$ cat config.mk
export PLATFORM = sky130hd
export DESIGN_NAME = byteAssembler
export DESIGN_NICKNAME = d
export VERILOG_FILES = /design/src/hw/memBusPkg.sv /design/src/hw/byteAssembler.sv
export SDC_FILE = /design/constraint.sdc
export NUM_CORES = 1
export LEC_CHECK = 0
export ABC_AREA = 1
export BUFFER_PORTS_ARGS = -buffer_cell sky130_fd_sc_hd__buf_4
export CORE_MARGIN = 5
export CORE_UTILIZATION = 35
export DETAILED_ROUTE_END_ITERATION = 6
export HOLD_SLACK_MARGIN = 0.15
export PLACE_DENSITY = 0.59
export SYNTH_ARGS = -nofsm -noshare
export SYNTH_HDL_FRONTEND = slang
export SYNTH_SLANG_ARGS = --single-unit
$ cat constraint.sdc
create_clock -name clk -period 1.17 [get_ports clk]
set_input_delay 0.0585 -clock clk [delete_from_list [all_inputs] [get_ports clk]]
set_output_delay 0.0585 -clock clk [all_outputs]
set_load 0.02 [all_outputs]
$ cat src/hw/memBusPkg.sv
package memBusPkg;

    // request side address and data
    localparam int AddrWidth = 32;
    localparam int DataWidth = 32;

    // result tag that travels with each access
    localparam int TagWidth = 4;

    // the RAM holds 2**MemAddrWidth bytes and addresses wrap around it
    localparam int MemAddrWidth = 10;

    localparam int LenWidth = 2;

    // a load word is filled one byte at a time and handed back as a whole word
    typedef union packed {
        logic [DataWidth-1:0] word;
        // byte 0 is the least significant byte
        logic [3:0][7:0] bytes;
    } loadWord_u;

endpackage

$ cat src/hw/byteAssembler.sv
`timescale 1ns/1ns

module byteAssembler (
    input  logic                             clk,
    input  logic                             rst,
    input  logic                             rdy,
    input  logic                             asmClear,
    input  logic                             asmCapture,
    input  logic [1:0]                       byteIdx,
    input  logic [7:0]                       ramRdByte,
    output logic [memBusPkg::DataWidth-1:0]  mcRdData
);
    import memBusPkg::*;

    loadWord_u loadWord;

    // clearing first makes the bytes a short load never touches read as zero
    always_ff @(posedge clk) begin
        if (rst) begin
            loadWord.word <= '0;
        end else if (rdy) begin
            if (asmClear) begin
                loadWord.word <= '0;
            end else if (asmCapture) begin
                loadWord.bytes[byteIdx] <= ramRdByte;
            end
        end
    end

    assign mcRdData = loadWord.word;

endmodule

**After elaboration in Yosys (flattened, before gate mapping)**

Index checks and enable logic that the tools add are counted.

- Register bits: 32
- Bits of input ports: 15
- Output and inout port bits: 32
- Logic and storage cells: 11

- Multiplexer cells: 5
- Order comparisons: 2
- Reductions and logical operators: 3

Operators by type and width:

| kind | number |
|---|---|
| 2-to-1 mux 32 bit | 2 |
| bitwise mux 32 bit | 1 |
| demux 8 bit (select 2 bit) | 1 |
| 2-to-1 mux 8 bit | 1 |
| less-than comparator 2 x 3 -> 1 bit (second input constant) | 1 |
| >= comparator 2 x 1 -> 1 bit (second input constant) | 1 |
| AND reduction 2 bit | 1 |
| nonzero test 2 bit | 1 |
| logical AND 1 bit | 1 |

**Logic depth before layout (Yosys ltp)**

- Word-level depth: 7
- Mapped depth: 6
- Mapped depth without buffers: 6

**Worst setup path after synthesis**

OpenSTA, ideal clock, no wires.

- Path type: input -> register
- Start point: in asmClear
- End point: reg loadWord, in the netlist mcRdData[0]
- Arrival time: 695 ps
- Path buffers: 1
- Setup time: 132 ps
- Required time: 1038 ps
- Path slack: 342 ps
- Cell stages on the path: 6
- Cells stage by stage: buf_6 nor2_2 nor2_4 nand2_1 nand2_1 a21oi_1

- Word-level cells in the longest chain between the ends: 2
- Elaborated cells between the ends (all ways): 3
- Classes of those cells: 1 x mux; 2 x reduce/logical

RTL lines:

| element | line | text |
|---|---|---|
| from (decl) | byteAssembler.sv:7 | `input logic asmClear,` |
| nonzero test 2 bit (no line) | n/a |  |
| AND reduction 2 bit (no line) | n/a |  |
| to (decl) | byteAssembler.sv:15 | `loadWord_u loadWord;` |

Several ways; a longest one is shown, not always the timed one.
A chain may end at the register's enable or synchronous reset.

**Worst setup path in the final report**

- Start point: reg loadWord, in the netlist mcRdData[25]
- End point: out mcRdData[25] (netlist name)

RTL lines:

| element | line | text |
|---|---|---|
| to (decl) | byteAssembler.sv:11 | `output logic [memBusPkg::DataWidth-1:0] mcRdData` |

No word-level cell between the ends.

==> results.yml <==
power_and_ir_drop:
  ir_drop_mv: 0.8415
  power.leakage_nw: 0.7656
  powerDensity_nw_per_um2: 1276
  power_mw: 2.235
clock_tree:
  cts_setup_buffers: 0
  clk_latency_ps: 280
  ctsResizeCount: 0
  cts_tree: "yes"
  cts.htree.levels: 2
  clock_path_buffers: 2
  root_buffer: "clkbuf_8"
  cts_buffers: 5
  postCtsHoldBufs: 0
  clock_sinks: 32
  clk_pin_slew_ps: 70
synthesis:
  synth_top_area_share_pct: 49.76
  synth.avg_cell_area_um2: 7.485
  yosys.area.top_type: "dfxtp_1"
  synthCells: 172
  synth_fp_nets: 187
  netlist_area_um2: 1287
  synth-seq-cells: 32
  ys.warnings.count: 0
  synth_area_leaders: "dfxtp_1 (50%), a21oi_1 (12%), nand3_1 (12%), nand2_1 (12%), inv_1 (4.4%)"
  seq_area_frac_synth_pct: 49.76
  synth.distinct_cells: 11
die:
  initial_utilization_pct: 35.70
  dieHeight_um: 70.65
  die_w_um: 70.65
  die_area_um2: 4991
  core-area_um2: 3606
  pin_count: 47
  num_rows: 22
sta:
  hold_viol_final: 0
  drv_slew: 0
  worst_pin_slew_ps: 444.5
  rsz0062_at_grt: "no"
  fmax_mhz: 1162
  skew_ps: 0
  finalSetupTns_ps: 0
  post-route-min-period_ps: 860.2
  setup_viol: 0
  finalCritPeriodShare_pct: 73.52
  slew_headroom_pct: 70.26
global_route:
  overflow: 0
  grt_pass1_vias: 1161
  track_usage_pct: 14.45
  grt_max_degree: 33
  antenna_found_initial: 0
  grt_pass1_wl_um: 5589
critical_path:
  critPathArrivalTime_ps: 800
  critical-path-top-delay-family: "flip-flops"
  end_kind: "primary output"
  critPathLaunchType: "flop"
  path_max_fanout: 2
  slowest_delay_ps: 360
  path_cells: "buf_4"
  crit_type: "flop to primary output"
  slowest_stage: "dfxtp_1"
  worstPathRequired_ps: 1110
  path_buf_inv: 1
layout:
  design_area_um2: 1752
  diodes: 0
  drive_above_1_share_pct: 26.58
  final_common_cell: "buf_4"
  fin_cells: 270
  final_nets: 236
  largest_reg_flops: 32
  final_cell_mix: "buf_4 (49), nand2_1 (42), nand3_1 (32), a21oi_1 (32), dfxtp_1 (32)"
  area_growth_pct: 36.05
routing:
  routedWlPerCell_um: 12.57
  vias: 1261
  initialDrtViolationCount: 105
  viasPerCell: 4.670
  wl_um: 3393
  drc_errors: 0
  ant_nets: 0
  first_pass_iters: 4
run:
  drv_cap: 0
place:
  placed_cells: 262
  finalWeightedCongestion: 0.8238
  placed_area_um2: 1659
  portBuffers: 46
  dpl.hpwl_um: 2355
worst_hold_path:
  min_path_type: "input port to flop"
status:
  outcome: "completed"
[through the flow]
| stage | util, % | setup WS, ps | hold slack [ps] |
|---|---|---|---|
| 2_1_floorplan | - | 342.3 | 127.6 |
| 3_3_place_gp | 46.01 | 140.2 | 452.7 |
| 3_5_place_dp | 46.01 | 90.16 | 455.9 |
| 4_1_cts | 48.58 | 307.2 | 151.7 |
| 5_1_grt | 48.58 | 263.9 | 166.8 |
| 6_report | 48.58 | 309.8 | 156.9 |
[worst register-to-register path: stages (launching register included)]
cell and delay [ps]:
dfxtp_1 360, nand2_1 60, a21oi_1 120
[Yosys cell counts]
cell type,count
o21ai_0,1
nor2_4,1
nor2_2,1
dfxtp_1,32
a21oi_1,32
nand2_1,42
buf_6,4
inv_1,15
nor2_1,9
clkbuf_1,3
nand3_1,32
[power by group]
part / total, mW / internal (mW) / switching, mW
combinational: 0.248 / 0.0882 / 0.160
sequential: 1.11 / 1.11 / 0.00881
clock: 0.872 / 0.468 / 0.404
[area by class of cell]
type | count | area (um^2)
clock inverters | 2 | 10.01
well taps | 48 | 60.06
repair buffers | 49 | 367.9
inverters | 15 | 56.30
fillers | 381 | 1854
multi-input cells | 118 | 534.3
clock buffers | 6 | 82.58
flip-flops and latches | 32 | 640.6
[kinds of logic (layout without fill, tap and decap cells)]
kind of cell,Yosys count,count (layout),share of synthesized area [%]
AO/OA/AOI/OAI,33,33,12.83
AND/OR/NAND/NOR,85,85,28.67
flip-flops,32,32,49.76
buffers and inverters,22,72,8.746
[worst paths after layout]
kind	startpoint	to	slack, ps	cells past startpoint
max reg2reg	mcRdData[25]	mcRdData[25]	570	2
min reg2reg	mcRdData[14]	mcRdData[14]	460	2
max	mcRdData[25]	mcRdData[25]	310	1
min	rst	mcRdData[16]	160	2
[layer usage]
metal / part of all wire (%) / up-vias / GRT usage, %
met2: 42 / 44 / 21.41
li1: - / 660 / -
met4: 2.0 / 0 / 5.637
met3: 8.3 / 8 / 6.250
met1: 48 / 549 / 18.53
met5: 0 / - / 0
Note: power is estimated with default switching activity, not from simulation.
