File: src/hw/memBusPkg.sv
package memBusPkg;

    // request side address and data
    localparam int AddrWidth = 32;
    localparam int DataWidth = 32;

    // result tag that travels with each access
    localparam int TagWidth = 4;

    // the RAM holds 2**MemAddrWidth bytes and addresses wrap around it
    localparam int MemAddrWidth = 10;

    localparam int LenWidth = 2;

    // a load word is filled one byte at a time and handed back as a whole word
    typedef union packed {
        logic [DataWidth-1:0] word;
        // byte 0 is the least significant byte
        logic [3:0][7:0] bytes;
    } loadWord_u;

endpackage

File: src/hw/memCtrlPkg.sv
package memCtrlPkg;

    typedef enum logic [1:0] {
        Idle = 2'd0,
        Xfer = 2'd1,
        Done = 2'd2
    } memState_e;

    // length codes, the code 2'd3 is not a valid length
    localparam logic [memBusPkg::LenWidth-1:0] LenByte = 2'd0;
    localparam logic [memBusPkg::LenWidth-1:0] LenHalf = 2'd1;
    localparam logic [memBusPkg::LenWidth-1:0] LenWord = 2'd2;

endpackage

File: src/hw/byteCounter.sv
`timescale 1ns/1ns

module byteCounter (
    input  logic                            clk,
    input  logic                            rst,
    input  logic                            rdy,
    input  logic                            cntClear,
    input  logic                            cntStep,
    input  logic [memBusPkg::LenWidth-1:0]  mcLen,
    output logic [1:0]                      byteIdx,
    output logic                            lastByte
);
    import memCtrlPkg::*;

    logic [1:0] lastIdx;

    always_ff @(posedge clk) begin
        if (rst) begin
            byteIdx <= 2'd0;
        end else if (rdy) begin
            if (cntClear) begin
                byteIdx <= 2'd0;
            end else if (cntStep) begin
                byteIdx <= byteIdx + 2'd1;
            end
        end
    end

    // index of the final byte for each length
    always_comb begin
        case (mcLen)
            LenByte: lastIdx = 2'd0;
            LenHalf: lastIdx = 2'd1;
            default: lastIdx = 2'd3;
        endcase
    end

    assign lastByte = (byteIdx == lastIdx);

endmodule

File: config.mk
export PLATFORM = sky130hd
export DESIGN_NAME = byteCounter
export DESIGN_NICKNAME = d
export VERILOG_FILES = /design/src/hw/memBusPkg.sv /design/src/hw/memCtrlPkg.sv /design/src/hw/byteCounter.sv
export SDC_FILE = /design/constraint.sdc
export NUM_CORES = 1
export LEC_CHECK = 0
export BUFFER_PORTS_ARGS = -buffer_cell sky130_fd_sc_hd__buf_2
export CORE_AREA = 2 2 39 41
export DETAILED_ROUTE_END_ITERATION = 10
export DIE_AREA = 0 0 41 43
export GPL_TIMING_DRIVEN = 0
export HOLD_SLACK_MARGIN = 0.12
export SYNTH_ARGS = -nofsm -noshare
export SYNTH_HDL_FRONTEND = slang
export SYNTH_SLANG_ARGS = --single-unit
File: constraint.sdc
create_clock -name clk -period 3.2 [get_ports clk]
set_input_delay 0.96 -clock clk [delete_from_list [all_inputs] [get_ports clk]]
set_output_delay 0.96 -clock clk [all_outputs]
set_load 0.01 [all_outputs]
Word level (Yosys, flattened, before mapping)
Cells that the tools add are included.

storage, ports and cells
  output and inout bits = 3
  word-level logic and storage cells = 10
  flip-flop bits (word level) = 2

operators by class
  equal/unequal tests = 2
  mux-type cells = 3
  add/subtract/negate cells = 1
  reduce and logical (&&, ||, !) cells = 3

operators by type and width
  operator               count
  $mux W2                2
  $pmux W2 S2            1
  $add A2 B1 Y2 const B  1
  $eq A2 B1 Y1 const B   1
  $eq A2 B2 Y1           1
  $logic_not A2 Y1       1
  $reduce_and A2 Y1      1
  $reduce_bool A2 Y1     1

Longest topological paths before layout
  word-level depth = 3
  mapped depth = 3
  mapped depth without buffers = 3

Least setup slack after synthesis
Ideal clock, no wire load.

  path kind = input-to-output
  start point = input port mcLen[0] in the netlist's numbering
  end point = output port lastByte
  stages = 2
  slack = 0.685 ns
  required time = 2.240 ns
  arrival = 1.555 ns
  cells stage by stage = or4_1 -> o21ai_0

on the way
  cells in the longest elaborated chain, start to end = 3
  elaborated cells between the ends (all ways) = 4

ends and longest elaborated chain
  what                                              line               RTL
  start: declaration                                byteCounter.sv:9   input logic [memBusPkg::LenWidth-1:0] mcLen,
  $eq A2 B1 Y1 or $logic_not A2 Y1 (tied branches)  byteCounter.sv:31  case (mcLen)
  $pmux W2 S2 *                                     byteCounter.sv:31
  $eq A2 B2 Y1 *                                    byteCounter.sv:38  assign lastByte = (byteIdx == lastIdx);
  end: declaration                                  byteCounter.sv:11  output logic lastByte

Mark *: on every way between the ends. The rest lies on a longest branch, timed or not.

Final worst setup path
Ends and elaborated chain as after synthesis.

==> metrics.md <==
| Metric | Value |
|---|---|
| Status | complete, no violations |
| Worst path max stage delay | 0.45 ns |
| Hold Path Cell Cnt | 2 |
| RSZ-0062 raised after global routing | no |
| Number of buffers inserted to repair setup after CTS | 0 |
| Maximum resistive drop on vdd | 61.1 uV |
| Kind of end point of the critical path | output pin |
| Count of warnings emitted by yosys | 0 |
| Delay-heaviest family, CP | simple AND/OR/NAND/NOR gates |
| Number of remaining DRC errors | 0 |
| Fraction of layout instances using a drive strength above 1 | 0.429 |
| Detailed Route WL | 314 um |
| Detailed-routing iteration count for the pre-antenna-repair pass | 2 |
| Total number of clock tree sinks | 2 |
| First-pass GRT wire length | approximately 430 um |
| All-Layer GR Usage | 0.0450 |
| Time the final worst path needs with I/O delays and setup | 2.69 ns |
| Placer Congestion | a little over 0.5 |
| Starting DRC count in detailed routing | 4 |
| End of the worst register-to-register path | byteIdx[1] |
| Net Count, Synth | 23 |
| Syn_area_per_cell | 7.66 um^2 |
| Total buffers and inverters traversed by the critical path | 2 |
| Cell row count | 14 |
| Largest registers | byteIdx x2 |
| Peak fanout along the critical path | 2 |
| Final hold violation count | 0 |
| Clock tree from TritonCTS | yes |
| Number of global-route vias before repair | 138 |
| R2r setup slk | 2.34 ns |
| Source-to-sink clock delay at the later pin of the worst-skew pair | ~0.22 ns |
| Worst Reg2Reg Path Length in Cells | 3 |
| Data required time at the worst endpoint | 2.24 ns |
| Power density over the cells | 444 nW/um^2 |
| Most common cell after layout, fill and taps aside | buf_2 |
| Initial antenna violation count | 0 |
| Register with the most flip-flops | byteIdx |
| Top library cells by usage in the layout, fill and taps aside | buf_2 (9), a21oi_1 (3), o21ai_0 (3), clkbuf_4 (3) |
| Std-Cell Core Area | 1380 um^2 |
| DP Worst Slack | between 0.5 and 0.6 ns |
| Worst Hold Path EP | byteIdx[1] |
| Max stage delay cell, worst path | or4_1 |
| Hold bufs inserted after CTS | 0 |
| Post-Synthesis Cells | 16 |
| Slew HR | 0.872 |
| Routed Antenna Nets | 0 |
| Aggregate negative setup slack | 0 ns |
| Setup violations, final | 0 |
| Max-cap violation count | 0 |
| Yosys reg bits | 2 |
| Die Span X | a little over 40 um |
| Number of port buffers | 9 |
| Largest net degree at the start of global routing | 7 |
| Sequential element share of the synthesized area | 0.327 |
| Critical path startpoint category | input pin |
| Final cycle utilization of the critical path | 0.841 |
| Vias after detailed routing | ~160 |
| Pin slew with the least headroom to its limit | 0.191 ns |
| Clock root buffer | clkbuf_4 |
| Placed cells | 41 |
| PostCTS Resize Cnt | 0 |
| Flip-flop count of the largest register after layout | 2 |
| Number of slew-limit violations in the final report | 0 |
| Worst setup path class | input pin to output pin |
| HP Class | register to register |
| Mapped Area | between 100 and 150 um^2 |
| H-tree depth reported by CTS | 1 |
| Detail-routed via count per cell | 3.66 |
| Number of buffers created by CTS | 3 |
| Clock transition at the registers of the reported paths | 0.03 ns |
| Most used cell along the critical path | buf_2 |
| Area delta synth->final | 71.4% |
| Static leakage power | 0.0981 nW |
| Origin of the worst min-delay path | byteIdx[0] |
| Layout fillers | 164 |
| Number of different library cells in the post-synthesis netlist | 10 |
| Starting density of the core | 0.0886 |
| Diode count | 0 |
| Critical Path Stages | 4 |
| Final setup margin | 0.509 ns |
| Upper clock frequency limit | 372 MHz |
| Critical path cell sequence | buf_2 -> or4_1 -> o21ai_0 -> buf_2 |
| Die area | 1760 um^2 |
| Final clock skew | 0.00187 ns |
| Grt total ovfl | 0 |
| Average wire length per cell after detail routing | 7.14 um |
| Signal arrival time at the worst endpoint | between 1.5 and 2 ns |
| Post-layout instance count excluding filler cells | 44 |
| Die extent in y | around 43 um |
| Max Root-Sink Buffers | 2 |
| Top-Level Pins | 10 |
| Number of nets in the layout | 37 |
| Startpoint of the lowest-slack register-to-register path | byteIdx[0] |
synth_stat cells, drive strengths merged:
cell type  number  share of area
or4             1          0.061
nand3b          1          0.061
mux2i           1          0.082
nor3b           1          0.061
inv             2          0.061
dfxtp           2           0.33
nor2            1          0.031
o21ai           3           0.12
and3b           1          0.071
a21oi           3           0.12
power by group:
part / total (mW) / internal, mW / switching (mW)
Combinational: 0.0112 / 0.00616 / 0.00509
Clock: 0.0554 / 0.0414 / 0.0141
Sequential: 0.0267 / 0.0258 / 0.000929
area by class of cell:
cell class | count | area, um^2 | area share
Clock buffer | 3 | 22.5 | 0.107
Sequential cell | 2 | 40.0 | 0.190
Tap cell | 16 | 20.0 | 0.0952
Timing Repair Buffer | 9 | 45.0 | 0.214
Multi-Input combinational cell | 12 | 75.1 | 0.357
Inverter | 2 | 7.51 | 0.0357
how the worst max path moves through the flow:
| stage | endpoint | from | slack (ns) |
|---|---|---|---|
| floorplan | lastByte | mcLen[0] | 0.69 |
| global placement | lastByte | mcLen[0] | 0.52 |
| detailed placement | lastByte | mcLen[0] | 0.50 |
| CTS | lastByte | mcLen[0] | 0.50 |
| global route | lastByte | mcLen[0] | 0.45 |
| finish | lastByte | mcLen[0] | 0.51 |
worst reg2reg max path, stage by stage (launching register included):
cell     delay (ns)
dfxtp_1        0.40
a21oi_1        0.09
o21ai_0        0.17
a21oi_1        0.09
metal layers:
layer / track usage / part of all wire / up-vias
met4: 0.0800 / 0 / 0
met2: 0.0656 / 0.59 / 7
met3: 0.0314 / 0.083 / 0
met5: 0 / 0 / -
met1: 0.0191 / 0.32 / 71
li1: - / - / 83
logic make-up (layout without fill, tap and decap cells):
kind of cell,count (synthesis),in the layout,synth area share
DFF,2,2,0.327
buffers and inverters,2,14,0.0612
and+or+nand+nor,5,5,0.286
muxes,1,1,0.0816
AOI/OAI and AO/OA,6,6,0.245
metrics by stage:
| stage | util | total power [mW] | hold WS [ns] | cell area (um^2) |
|---|---|---|---|---|
| after floorplan | - | 0.0318 | 0.534 | 123 |
| after global placement | 0.136 | 0.0382 | 0.526 | 188 |
| after detailed placement | 0.136 | 0.0385 | 0.549 | 188 |
| after CTS | 0.152 | 0.0990 | 0.547 | 210 |
| after global routing | 0.152 | 0.103 | 0.573 | 210 |
| final | 0.152 | 0.0934 | 0.543 | 210 |
(Power assumes the default switching activity.)
