**src/hw/memBusPkg.sv**
```systemverilog
package memBusPkg;

    // request side address and data
    localparam int AddrWidth = 32;
    localparam int DataWidth = 32;

    // result tag that travels with each access
    localparam int TagWidth = 4;

    // the RAM holds 2**MemAddrWidth bytes and addresses wrap around it
    localparam int MemAddrWidth = 10;

    localparam int LenWidth = 2;

    // a load word is filled one byte at a time and handed back as a whole word
    typedef union packed {
        logic [DataWidth-1:0] word;
        // byte 0 is the least significant byte
        logic [3:0][7:0] bytes;
    } loadWord_u;

endpackage

```
**src/hw/dataCache.sv**
```systemverilog
`timescale 1ns/1ns

module dataCache (
    input  logic                              clk,
    input  logic                              rst,
    input  logic                              rdy,
    input  logic                              reqEn,
    input  logic                              reqStore,
    input  logic [memBusPkg::AddrWidth-1:0]   reqAddr,
    input  logic [memBusPkg::DataWidth-1:0]   reqData,
    input  logic [memBusPkg::LenWidth-1:0]    reqLen,
    input  logic [memBusPkg::TagWidth-1:0]    reqTag,
    output logic                              reqReady,
    input  logic                              mcBusy,
    input  logic                              mcDone,
    input  logic [memBusPkg::DataWidth-1:0]   mcRdData,
    output logic                              mcEn,
    output logic                              mcStore,
    output logic [memBusPkg::AddrWidth-1:0]   mcAddr,
    output logic [memBusPkg::DataWidth-1:0]   mcData,
    output logic [memBusPkg::LenWidth-1:0]    mcLen,
    output logic                              respDone,
    output logic [memBusPkg::DataWidth-1:0]   respData,
    output logic [memBusPkg::TagWidth-1:0]    respTag
);
    logic                              occupied;
    logic                              heldStore;
    logic [memBusPkg::AddrWidth-1:0]   heldAddr;
    logic [memBusPkg::DataWidth-1:0]   heldData;
    logic [memBusPkg::LenWidth-1:0]    heldLen;
    logic [memBusPkg::TagWidth-1:0]    heldTag;
    logic                              accept;

    assign reqReady = rdy && !occupied;
    assign accept   = reqEn && reqReady;

    // the held access is offered until the controller picks it up
    assign mcEn    = occupied && !mcBusy;
    assign mcStore = heldStore;
    assign mcAddr  = heldAddr;
    assign mcData  = heldData;
    assign mcLen   = heldLen;

    // a store leaves the assembled word at zero, so the data needs no select
    assign respDone = mcDone && rdy;
    assign respData = mcRdData;
    assign respTag  = heldTag;

    always_ff @(posedge clk) begin
        if (rst) begin
            occupied <= 1'b0;
        end else if (rdy) begin
            if (mcDone) begin
                occupied <= 1'b0;
            end else if (accept) begin
                occupied <= 1'b1;
            end
        end
    end

    always_ff @(posedge clk) begin
        if (accept) begin
            heldStore <= reqStore;
            heldAddr  <= reqAddr;
            heldData  <= reqData;
            heldLen   <= reqLen;
            heldTag   <= reqTag;
        end
    end

endmodule

```
**config.mk**
```make
export PLATFORM = sky130hd
export DESIGN_NAME = dataCache
export DESIGN_NICKNAME = d
export VERILOG_FILES = /design/src/hw/memBusPkg.sv /design/src/hw/dataCache.sv
export SDC_FILE = /design/constraint.sdc
export NUM_CORES = 1
export LEC_CHECK = 0
export ABC_AREA = 1
export BUFFER_PORTS_ARGS = -buffer_cell sky130_fd_sc_hd__clkbuf_2
export CAP_MARGIN = 20
export CORE_ASPECT_RATIO = 0.7
export CORE_MARGIN = 3
export CORE_UTILIZATION = 34
export CTS_CLUSTER_SIZE = 25
export DETAILED_ROUTE_END_ITERATION = 10
export HOLD_SLACK_MARGIN = 0.05
export PLACE_DENSITY = 0.76
export SLEW_MARGIN = 20
export SYNTH_ARGS = -nofsm -noshare
export SYNTH_HDL_FRONTEND = slang
export SYNTH_SLANG_ARGS = --single-unit
```
**constraint.sdc**
```tcl
create_clock -name clk -period 5.13 [get_ports clk]
set_input_delay 1.539 -clock clk [delete_from_list [all_inputs] [get_ports clk]]
set_output_delay 1.539 -clock clk [all_outputs]
set_load 0.005 [all_outputs]
```
# Yosys cells after proc, flatten, opt, wreduce, memory -nomap -nowiden
# Index checks and enable logic that the tools add are counted.
[totals] wordCells=16 in_bits=109 reg_bits=72 out_inout_bits=106
[op_classes] mux=2 n_reduce_logical=8
[op_table] operator="$logic_and A1 B1 Y1" count=4
[op_table] operator="$logic_not A1 Y1" count=2
[op_table] operator="$mux W1" count=2
[op_table] operator="$reduce_and A2 Y1" count=1
[op_table] operator="$reduce_bool A2 Y1" count=1

# Logic depth before layout (Yosys ltp)
[depth] ltp_word=5 mapped_depth=3 depth_no_buf=3

# Least setup slack after synthesis
# Ideal clock, no wire load.
[synth_path] path_type="input to register" startpoint="input reqEn" endpoint="register heldAddr (netlist bit mcAddr[0]) (enable)" setup_slack_ns=0.047 required_time_ns=4.627 arrival_ns=4.581 n_path_buf=0 stages=2 setup_ns=0.503 cell_sequence="nand2_1 -> nor2_1"
[synth_between] elab_chain_len=1
[synth_rtl] element="from (decl)" line_no="dataCache.sv:7" text="input logic reqEn,"
[synth_rtl] element="$logic_and A1 B1 Y1" line_no="dataCache.sv:35" text="assign accept = reqEn && reqReady;"
[synth_rtl] element="via accept" line_no="dataCache.sv:32" text="logic accept;"
[synth_rtl] element="to (signal assigned)" line_no="dataCache.sv:64" text="heldAddr <= reqAddr;"
[synth_rtl] element="to (decl)" line_no="dataCache.sv:28" text="logic [memBusPkg::AddrWidth-1:0] heldAddr;"
# The timed path passes the listed nets, and every way through them passes these cells.
# A chain may end at the register's enable or synchronous reset.

# Final worst setup path
[layout_path] startpoint="input rdy" endpoint="output reqReady"
[layout_between] elab_chain_len=1
[layout_rtl] element="from (decl)" line_no="dataCache.sv:6" text="input logic rdy,"
[layout_rtl] element="$logic_and A1 B1 Y1" line_no="dataCache.sv:34" text="assign reqReady = rdy && !occupied;"
[layout_rtl] element="to (decl)" line_no="dataCache.sv:13" text="output logic reqReady,"
# No other way between the ends.

==> results by group <==
Run status
  – Status: completed

Logic synthesis
  – #FFs+latches synth: 72
  – Yosys top cell by area: edfxtp_1
  – Synth Instances: 116
  – Netlist cell types: 7
  – YS warnings: 0
  – Seq/Total Area, Yosys: 0.8825
  – Syn Area/Cell: 21.02 um2
  – Syn_nets: 225
  – Ranking of synthesized cells by area: edfxtp_1 87%, buf_4 9.9%, dfxtp_1 0.82%, inv_1 0.62%, nor2_1 0.62%
  – Synth top area share: 0.8743
  – Synthesized cell area: 2439 um2

Cells and area
  – Combined area of the multi-input logic cells: 38.79 um2
  – Final nets: 355
  – Final core utilization: 0.4840
  – Share of cells above drive strength 1: 0.6640
  – Layout area overhead: 35.97%
  – FF/Latch Area: 2152 um2
  – Final cell count without fillers: 344
  – # fillers: 613
  – Diode count: 0

Global route
  – Largest net degree at the start of global routing: 72
  – Busiest layer in global routing: met2
  – First-pass GRT wire length: 7107 um
  – Grt ovf: 0
  – Met1 usage: 0.1173
  – Vias in the first global route: 1401
  – Met3 Use GR: 0.09504
  – Total track usage: 0.1180
  – Initial antenna violation count: 0
  – M2 GR Usage: 0.1785

Worst setup path
  – Crit path launch type: primary input
  – R2r setup slk: 3540 ps
  – CP Data Arrival Time: 1870 ps
  – Reg2reg path depth: 2
  – Setup Crit Path Kind: primary input to primary output
  – Worst r2r src: occupied
  – Critical Path End Type: primary output
  – Worst r2r dst: mcAddr[0]
  – Crit Path Max Fanout: 4
  – Critical Path RT: 3590 ps

Timing
  – Setup tns final: 0 ps
  – RSZ-0062 raised after global routing: no
  – Achievable Freq: 0.2930 GHz
  – Final Critical Period: 3413 ps
  – Setup violators final: 0
  – Final worst slack: 1717 ps
  – Slew Viols, Final: 0
  – Final Cycle Share: 0.6654
  – Worst Tran Pin Value: 898.1 ps
  – Skew final: 6.431 ps
  – Slew HR: 0.4013
  – Final Hold Vio Count: 0

Detailed routing
  – Detailed Route WL: 4796 um
  – Post-route ant nets: 0
  – DR pass1 iterations: 2
  – WL/cell: 13.94 um
  – Via count: 1383
  – Residual DRC count: 0
  – Drt initial violations: 45
  – Vias per cell: 4.020

Place
  – Dpl hpwl: 3590 um
  – Port Buf Inserts: 150
  – Gpl congestion: 0.6851
  – Setup WS pre-CTS: 1710 ps
  – Placed Cells: 329

Power
  – VDD IR max: 0.0001571 V
  – Pwr Density: 384.5 nW/um2
  – Tot Pwr: 1275 uW
  – Pleak: 0.001451 uW

Floorplan
  – Die Span X: 107.2 um
  – Ports: 215
  – Die area: 8241 um2
  – Initial core utilization: 0.3560
  – Die Y: 76.86 um
  – Core box area: 6850 um2
  – Num rows: 25

Clock network
  – Post-CTS sizing: 0
  – Number of setup buffers added after CTS: 0
  – CTS tree: done
  – Cts hold-fix bufs: 0
  – Clock Sinks: 72
  – Worst skew pair latency: 330 ps
  – CTS clk-pin slew, worst paths: 70 ps
  – Root Buffer: clkbuf_8
  – Max Root-Sink Buffers: 2
  – CTS Buf Count: 9
  – CTS H-Tree Depth: 3

Worst hold path
  – Min-delay src: occupied
  – WHS Endpoint: occupied
  – Worst Hold Class: flip-flop to flip-flop
  – Worst hold path depth: 2

Flow run
  – Max cap viols: 0
worst max path at each step:
stage                from        end  slack, ps
detailed placement    rdy   reqReady       1710
floorplan           reqEn  mcAddr[0]         50
CTS                   rdy   reqReady       1710
global placement      rdy   reqReady       1720
global route          rdy   reqReady       1660
finish                rdy   reqReady       1720
cell type report:
| class | instances | area share |
|---|---|---|
| Multi-Input combinational cell | 8 | 0.01170 |
| Clock inverter | 5 | 0.03208 |
| Clock buffer | 10 | 0.03849 |
| Tap cell | 94 | 0.03547 |
| Sequential cell | 72 | 0.6491 |
| Inverter | 4 | 0.004528 |
| Timing Repair Buffer | 151 | 0.2287 |
cell usage after synthesis (all sizes together):
cell type and n:
nand2 3, a21oi 1, buf 32, edfxtp 71, inv 4, dfxtp 1, nor2 4
flip-flops by register name, summed over array words and instances, names as in the netlist:
signal    cells
mcStore       1
occupied      1
mcData       32
respTag       4
mcAddr       32
mcLen         2
through the flow:
stage	instance area (um2)	hold WS [ps]
after floorplan	2439	480.8
after global placement	3082	554.4
after detailed placement	3082	565.1
after CTS	3316	576.8
after global routing	3316	624.5
final	3316	573.1
cells in the final DEF (no fill, tap or decap):
cell / instances
dfxtp_1: 1
clkbuf_2: 150
edfxtp_1: 71
buf_4: 1
nor2_1: 3
nor2_4: 1
clkinv_4: 1
nand2_1: 3
clkbuf_1: 1
inv_1: 4
clkbuf_8: 9
bufinv_16: 3
clkinvlp_4: 1
a21oi_1: 1
critical path: stages:
cell and delay (ps):
clkbuf_2 110, inv_1 40, nor2_1 70, clkbuf_2 110
power breakdown:
group / internal (uW) / switching, uW
combinational: 36.7 / 33.4
sequential: 678 / 6.67
clock: 321 / 199
total: 1040 / 239
routing by layer:
layer  routed length (um)  vias to the layer above
li1                     -                      648
met1                 1736                      612
met2                 2153                      113
met3                  831                       10
met4                   73                        0
met5                    0                        -
kinds of logic (layout without fill, tap and decap cells):
logic type / count (synthesis) / in the layout / synth area share
buffers and inverters: 36 / 170 / 0.1047
AOI/OAI and AO/OA: 1 / 1 / 0.002050
DFF: 72 / 72 / 0.8825
and+or+nand+nor: 7 / 7 / 0.01077
Note: power is estimated with default switching activity, not from simulation.
