[config.mk]
export PLATFORM = sky130hd
export DESIGN_NAME = memController
export DESIGN_NICKNAME = d
export VERILOG_FILES = /design/src/hw/memBusPkg.sv /design/src/hw/memCtrlPkg.sv /design/src/hw/memController.sv
export SDC_FILE = /design/constraint.sdc
export NUM_CORES = 1
export LEC_CHECK = 0
export BUFFER_PORTS_ARGS = -buffer_cell sky130_fd_sc_hd__buf_4
export CAP_MARGIN = 20
export CELL_PAD_IN_SITES_DETAIL_PLACEMENT = 0
export CELL_PAD_IN_SITES_GLOBAL_PLACEMENT = 1
export CORE_AREA = 2 2 39 41
export CTS_CLUSTER_DIAMETER = 60
export DETAILED_ROUTE_END_ITERATION = 10
export DIE_AREA = 0 0 41 43
export GPL_ROUTABILITY_DRIVEN = 0
export GPL_TIMING_DRIVEN = 0
export PLACE_DENSITY = 0.44
export SETUP_SLACK_MARGIN = 0.05
export SLEW_MARGIN = 20
export SYNTH_ARGS = -nofsm -noshare
export SYNTH_HDL_FRONTEND = slang
export SYNTH_SLANG_ARGS = --single-unit
[constraint.sdc]
create_clock -name clk -period 1.7 [get_ports clk]
set_input_delay 0.17 -clock clk [delete_from_list [all_inputs] [get_ports clk]]
set_output_delay 0.17 -clock clk [all_outputs]
set_load 0.1 [all_outputs]
[src/hw/memBusPkg.sv]
package memBusPkg;

    // request side address and data
    localparam int AddrWidth = 32;
    localparam int DataWidth = 32;

    // result tag that travels with each access
    localparam int TagWidth = 4;

    // the RAM holds 2**MemAddrWidth bytes and addresses wrap around it
    localparam int MemAddrWidth = 10;

    localparam int LenWidth = 2;

    // a load word is filled one byte at a time and handed back as a whole word
    typedef union packed {
        logic [DataWidth-1:0] word;
        // byte 0 is the least significant byte
        logic [3:0][7:0] bytes;
    } loadWord_u;

endpackage

[src/hw/memCtrlPkg.sv]
package memCtrlPkg;

    typedef enum logic [1:0] {
        Idle = 2'd0,
        Xfer = 2'd1,
        Done = 2'd2
    } memState_e;

    // length codes, the code 2'd3 is not a valid length
    localparam logic [memBusPkg::LenWidth-1:0] LenByte = 2'd0;
    localparam logic [memBusPkg::LenWidth-1:0] LenHalf = 2'd1;
    localparam logic [memBusPkg::LenWidth-1:0] LenWord = 2'd2;

endpackage

[src/hw/memController.sv]
`timescale 1ns/1ns

module memController (
    input  logic                            clk,
    input  logic                            rst,
    input  logic                            rdy,
    input  logic                            mcEn,
    input  logic                            mcStore,
    input  logic [memBusPkg::LenWidth-1:0]  mcLen,
    input  logic                            lastByte,
    output logic                            mcBusy,
    output logic                            mcDone,
    output logic                            cntClear,
    output logic                            cntStep,
    output logic                            ramWe,
    output logic                            asmClear,
    output logic                            asmCapture
);
    import memCtrlPkg::*;

    memState_e state;
    memState_e nextState;
    logic      lenValid;

    // an unknown length code moves no bytes and completes straight away
    assign lenValid = (mcLen == LenByte) || (mcLen == LenHalf) || (mcLen == LenWord);

    always_comb begin
        nextState = state;
        case (state)
            Idle: begin
                if (mcEn) begin
                    nextState = lenValid ? Xfer : Done;
                end
            end
            Xfer: begin
                if (lastByte) begin
                    nextState = Done;
                end
            end
            Done: begin
                nextState = Idle;
            end
            default: begin
                nextState = Idle;
            end
        endcase
    end

    always_ff @(posedge clk) begin
        if (rst) begin
            state <= Idle;
        end else if (rdy) begin
            state <= nextState;
        end
    end

    assign mcBusy = (state != Idle);
    assign mcDone = (state == Done);

    // counter and assembler restart on the edge that leaves Idle
    assign cntClear = (state == Idle) && mcEn;
    assign asmClear = (state == Idle) && mcEn;

    // one byte per cycle in Xfer, writes are held off while frozen
    assign cntStep    = (state == Xfer);
    assign ramWe      = (state == Xfer) && mcStore && rdy;
    assign asmCapture = (state == Xfer) && !mcStore;

endmodule

======== Yosys cells after proc, flatten, opt, wreduce, memory -nomap -nowiden ========
Index checks and enable logic that the tools add are counted.
cells by class
  eq/ne operators ......................... 6
  mux-type cells .......................... 4
  reduce and logical (&&, ||, !) cells .... 11
operators with widths
  operator                                                               number
  2-bit 2-to-1 mux                                                       3
  2-bit by 1-bit equality test with 1-bit output, second input constant  2
  2-bit equality test, second input constant                             2
  1-bit logical AND                                                      4
  2-bit zero test                                                        2
  2-bit inequality test, second input constant                           2
  2-bit one-hot mux with 2 select lines                                  1
  3-bit AND reduction                                                    1
  1-bit logical OR                                                       2
  2-bit nonzero test                                                     1
  1-bit zero test                                                        1
word-level totals
  bits in registers ....................... 2
  input bits .............................. 8
  output and inout bits ................... 7

======== Depth between registers and ports, before layout ========
  word-level depth ........................ 6
  mapped depth ............................ 3
  mapped depth without buffers ............ 3

======== Worst setup path before layout ========
No wires, ideal clock.
  path type ............................... register -> output
  from .................................... register state[1]
  to ...................................... output cntClear
  arrival time ............................ 2.861 ns
  required time ........................... 1.530 ns
  slack ................................... -1.331 ns
  stages on the path, launching flop included .. 4
  buffers on the path ..................... 1
  path through ............................ dfxtp_1 or2_1 nor2_1 buf_4
between the ends
  word-level cells in the longest chain between the ends .. 2
ends and longest elaborated chain
  element                   line                 text
  start: declaration        memController.sv:21  memState_e state;
  start signal: assignment  memController.sv:52  state <= Idle;
  start signal: assignment  memController.sv:54  state <= nextState;
  2-bit zero test           n/a
  1-bit logical AND         n/a
  end: declaration          memController.sv:13  output logic cntClear,
Every way passes these cells.

======== Worst setup path after layout ========
  from .................................... register state[0]
  to ...................................... output cntClear
between the ends
  word-level cells in the longest chain between the ends .. 2
ends and longest elaborated chain
  element            line                 text
  2-bit zero test    memController.sv:62  assign cntClear = (state == Idle) && mcEn;
  1-bit logical AND  memController.sv:62
Every way passes these cells.

==> run summary <==
The signal on the critical path passes through or2_4 > nor2_4 > buf_12 > buf_4. More flip-flops sit in one register than any other, and that register is state. The setup-violating endpoint count in the final report is 0. The average instance in the mapped netlist occupies 7.70 µm². Counting distinct cell types in the post-synthesis netlist gives 16.

Clock skew on the completed layout was measured at 0.000527 ns. The worst setup path is captured at a primary output. The cell-internal power was 0.172 mW. After detailed routing, the number of remaining DRC violations is 0.

The total count of max-transition violations in the final report is 0. For the part of the Yosys area used for sequential elements, the log shows 0.274. Setup repair after global routing left no endpoint under its margin. The launch point of the worst path was state[0]. After floorplanning, the core was divided into 14 placement rows.

The routed layout has 201 vias. The final core utilization came out at 0.241. The initial antenna violation count was 0. The total power per unit cell area is 882 mW/mm², and the synthesized instance count is 19. Global routing finished with a remaining overflow of 0. At the pin with the least slew margin, the transition time is 0.281 ns.

The data required time of the worst path is 1.53 ns, and the placeable core region is 0.00138 mm². After clock tree synthesis, the clock-pin slew on the worst setup and hold paths is 0.03 ns. For the clock network fraction of total power, the log shows 0.342.

The final instance area was 333 µm²; the area growth from synthesis to final layout was 127%. Fill cells in the final layout number 168. Launch instance of the worst register-to-register path: state[1].

Of all nets on the critical path, the largest fanout is 5. For this run, the slowest stage of the critical path takes 0.32 ns. Input and output buffers added on the ports amount to 14. The ratio of cells with drive above 1 in the final layout is 0.722, and the average wire per cell in the routed design is 8.12 µm. The number of optimization iterations in the first detailed-route pass was 4; the top cell type's share of synthesized area was 0.274. The root buffer cell chosen for the clock tree is clkbuf_4. The detailed-route vias per instance was 3.87; the worst-case setup slack after placement was 0.441 ns. Height of the die: 43 µm.

Remaining antenna violation count after routing: 0. Worst max-slew margin expressed relative to the limit: 0.814. The number of antenna diodes was 0.

Fraction of the cycle the final worst path needs: 0.871. The tools report the startpoint of the lowest-slack hold path as rst. The register with the most flip-flops in the layout has 2 of them. The worst hold path belongs to the class in2reg. The worst setup path is of the reg2out kind. The finished layout holds 52 standard cells, fillers aside. The mapped netlist covers 146 µm². The count of pins on the block boundary came out at 15. After detailed routing, the total wire length is 422 µm. The number of levels the H-tree was split into was 1; the net total in the final layout was 46. Counting tap cells, the placed design contains a total of 49 instances. The analysis attributes to net switching a power of 0.121 mW. For this design, the CTS-stage hold fixing added 0 buffers. The logs give 0 for the max-capacitance violation count and 0.161 nW for the leakage component of the power. The flow ran to the end, and the final reports show no timing, DRC or antenna violations. The switching share of power is 0.413, and the proportion of power drawn by flip-flops and latches is 0.183. For this run, the number of Yosys warnings is 0.

At the later pin of the worst-skew pair, clock insertion delay measures 0.22 ns. The routed design could run at a clock period as short as 1.48 ns. In this run the cell area measured after placement is 310 µm².

The run gives 27 as the synthesized netlist net count. The die covers 0.00176 mm². The design draws 0.293 mW. The maximum buffer depth of the clock tree is 2, and the initial standard-cell utilization of the core is 0.106. The combined global-route utilization of all metal layers was 0.0641; the worst-case vdd ir drop was 0.000156 V.

The logs give 199 for the via count of the first global-routing pass and 0 for the number of hold violations in the final report. The run gives 0 as the number of gates resized after cts. On the critical path, the stage with the largest delay is an instance of dfxtp_2.

TritonCTS built the clock tree. Of all cell types, the one taking the most synthesized area is dfxtp_1. Based on the critical path, the design can be clocked at up to 675 MHz. Buffers inserted during clock tree synthesis total 3.

In the final layout, the registers with the most flip-flops are state x2. The worst setup path is launched from a flop. Entering global routing, the biggest net connects 7 pins. By area the synthesized netlist is led by dfxtp_1 27%, and4bb_1 8.5%, nor2b_1 8.5%.

The worst endpoint data arrival time came out at 1.31 ns. The tree built by TritonCTS fans out to 2 sinks. Post-CTS setup repair buffer count: 0. Measured along the x axis, the die boundary spans 41 µm. The proportion of power drawn by combinational gates was 0.475; the post-synthesis sequential element count was 2. The run gives 724 µm as the first-pass GRT wire length. For this block, the initial DRC count from the detailed router was 3. Setup slack on the critical path of the routed design comes to 0.219 ns.
[cell usage in the layout, fill, tap and decap left out, drive strengths merged]
cell	instances
a21oi	1
a22oi	1
a31oi	1
and2b	1
and3	1
and4bb	1
buf	15
clkbuf	3
dfxtp	2
inv	1
nand2	1
nand3	1
nor2	2
nor2b	3
o21ai	1
or2	1
[synth_stat cells]
cell / count
a21oi_1: 1
a22oi_1: 1
a31oi_1: 1
and2b_2: 1
and3_1: 1
and4bb_1: 1
buf_4: 1
dfxtp_1: 2
inv_1: 1
nand2_1: 1
nand3_1: 1
nor2_1: 2
nor2b_1: 2
nor2b_2: 1
o21ai_0: 1
or2_1: 1
[area by class of cell]
cell class	instances	area (µm²)	share of cell area
Buffer	1	20.0	0.0602
Multi-Input combinational cell	15	119	0.357
Sequential cell	2	42.5	0.128
Clock buffer	3	22.5	0.0677
Tap cell	16	20.0	0.0602
Inverter	1	3.75	0.0113
Timing Repair Buffer	14	105	0.316
[power by group through the flow]
stage	registers [mW]	clock network (mW)	logic (mW)
after floorplan	0.0534	0	0.108
after global placement	0.0545	0	0.140
after detailed placement	0.0544	0	0.140
after CTS	0.0539	0.105	0.140
after global routing	0.0547	0.110	0.145
final	0.0536	0.100	0.139
[path summary, 6_finish.rpt]
kind | end | slack, ns | depth (start not counted)
worst min-delay path | state[0] | 0.11 | 2
worst min register to register | state[0] | 0.53 | 2
worst max-delay path | cntClear | 0.22 | 4
worst max register to register | state[0] | 0.76 | 3
[layer usage]
| metal | wire, µm | vias to the layer above | GRT usage |
|---|---|---|---|
| li1 | - | 99 | - |
| met1 | 174 | 91 | 0.0764 |
| met2 | 190 | 11 | 0.0781 |
| met3 | 58 | 0 | 0.0314 |
| met4 | 0 | 0 | 0.0600 |
| met5 | 0 | - | 0 |
[cells by family after synthesis]
| family | Yosys count | synth area share |
|---|---|---|
| simple gates | 11 | 0.487 |
| compound gates | 4 | 0.162 |
| flops | 2 | 0.274 |
| buf+inv | 2 | 0.0769 |
[through the flow]
stage | TNS (ns) | hold slack [ns]
3_5_place_dp | 0 | 0.332
2_1_floorplan | -0.00936 | 0.232
6_report | 0 | 0.110
5_1_grt | 0 | 0.109
4_1_cts | 0 | 0.103
3_3_place_gp | 0 | 0.328
[critical path: cells and delay by family, from the launching register on]
family	cells	cell delay, ns
and+or+nand+nor	2	0.40
buffers and inverters	2	0.37
DFF	1	0.32
Power figures use the tool's default switching activity.
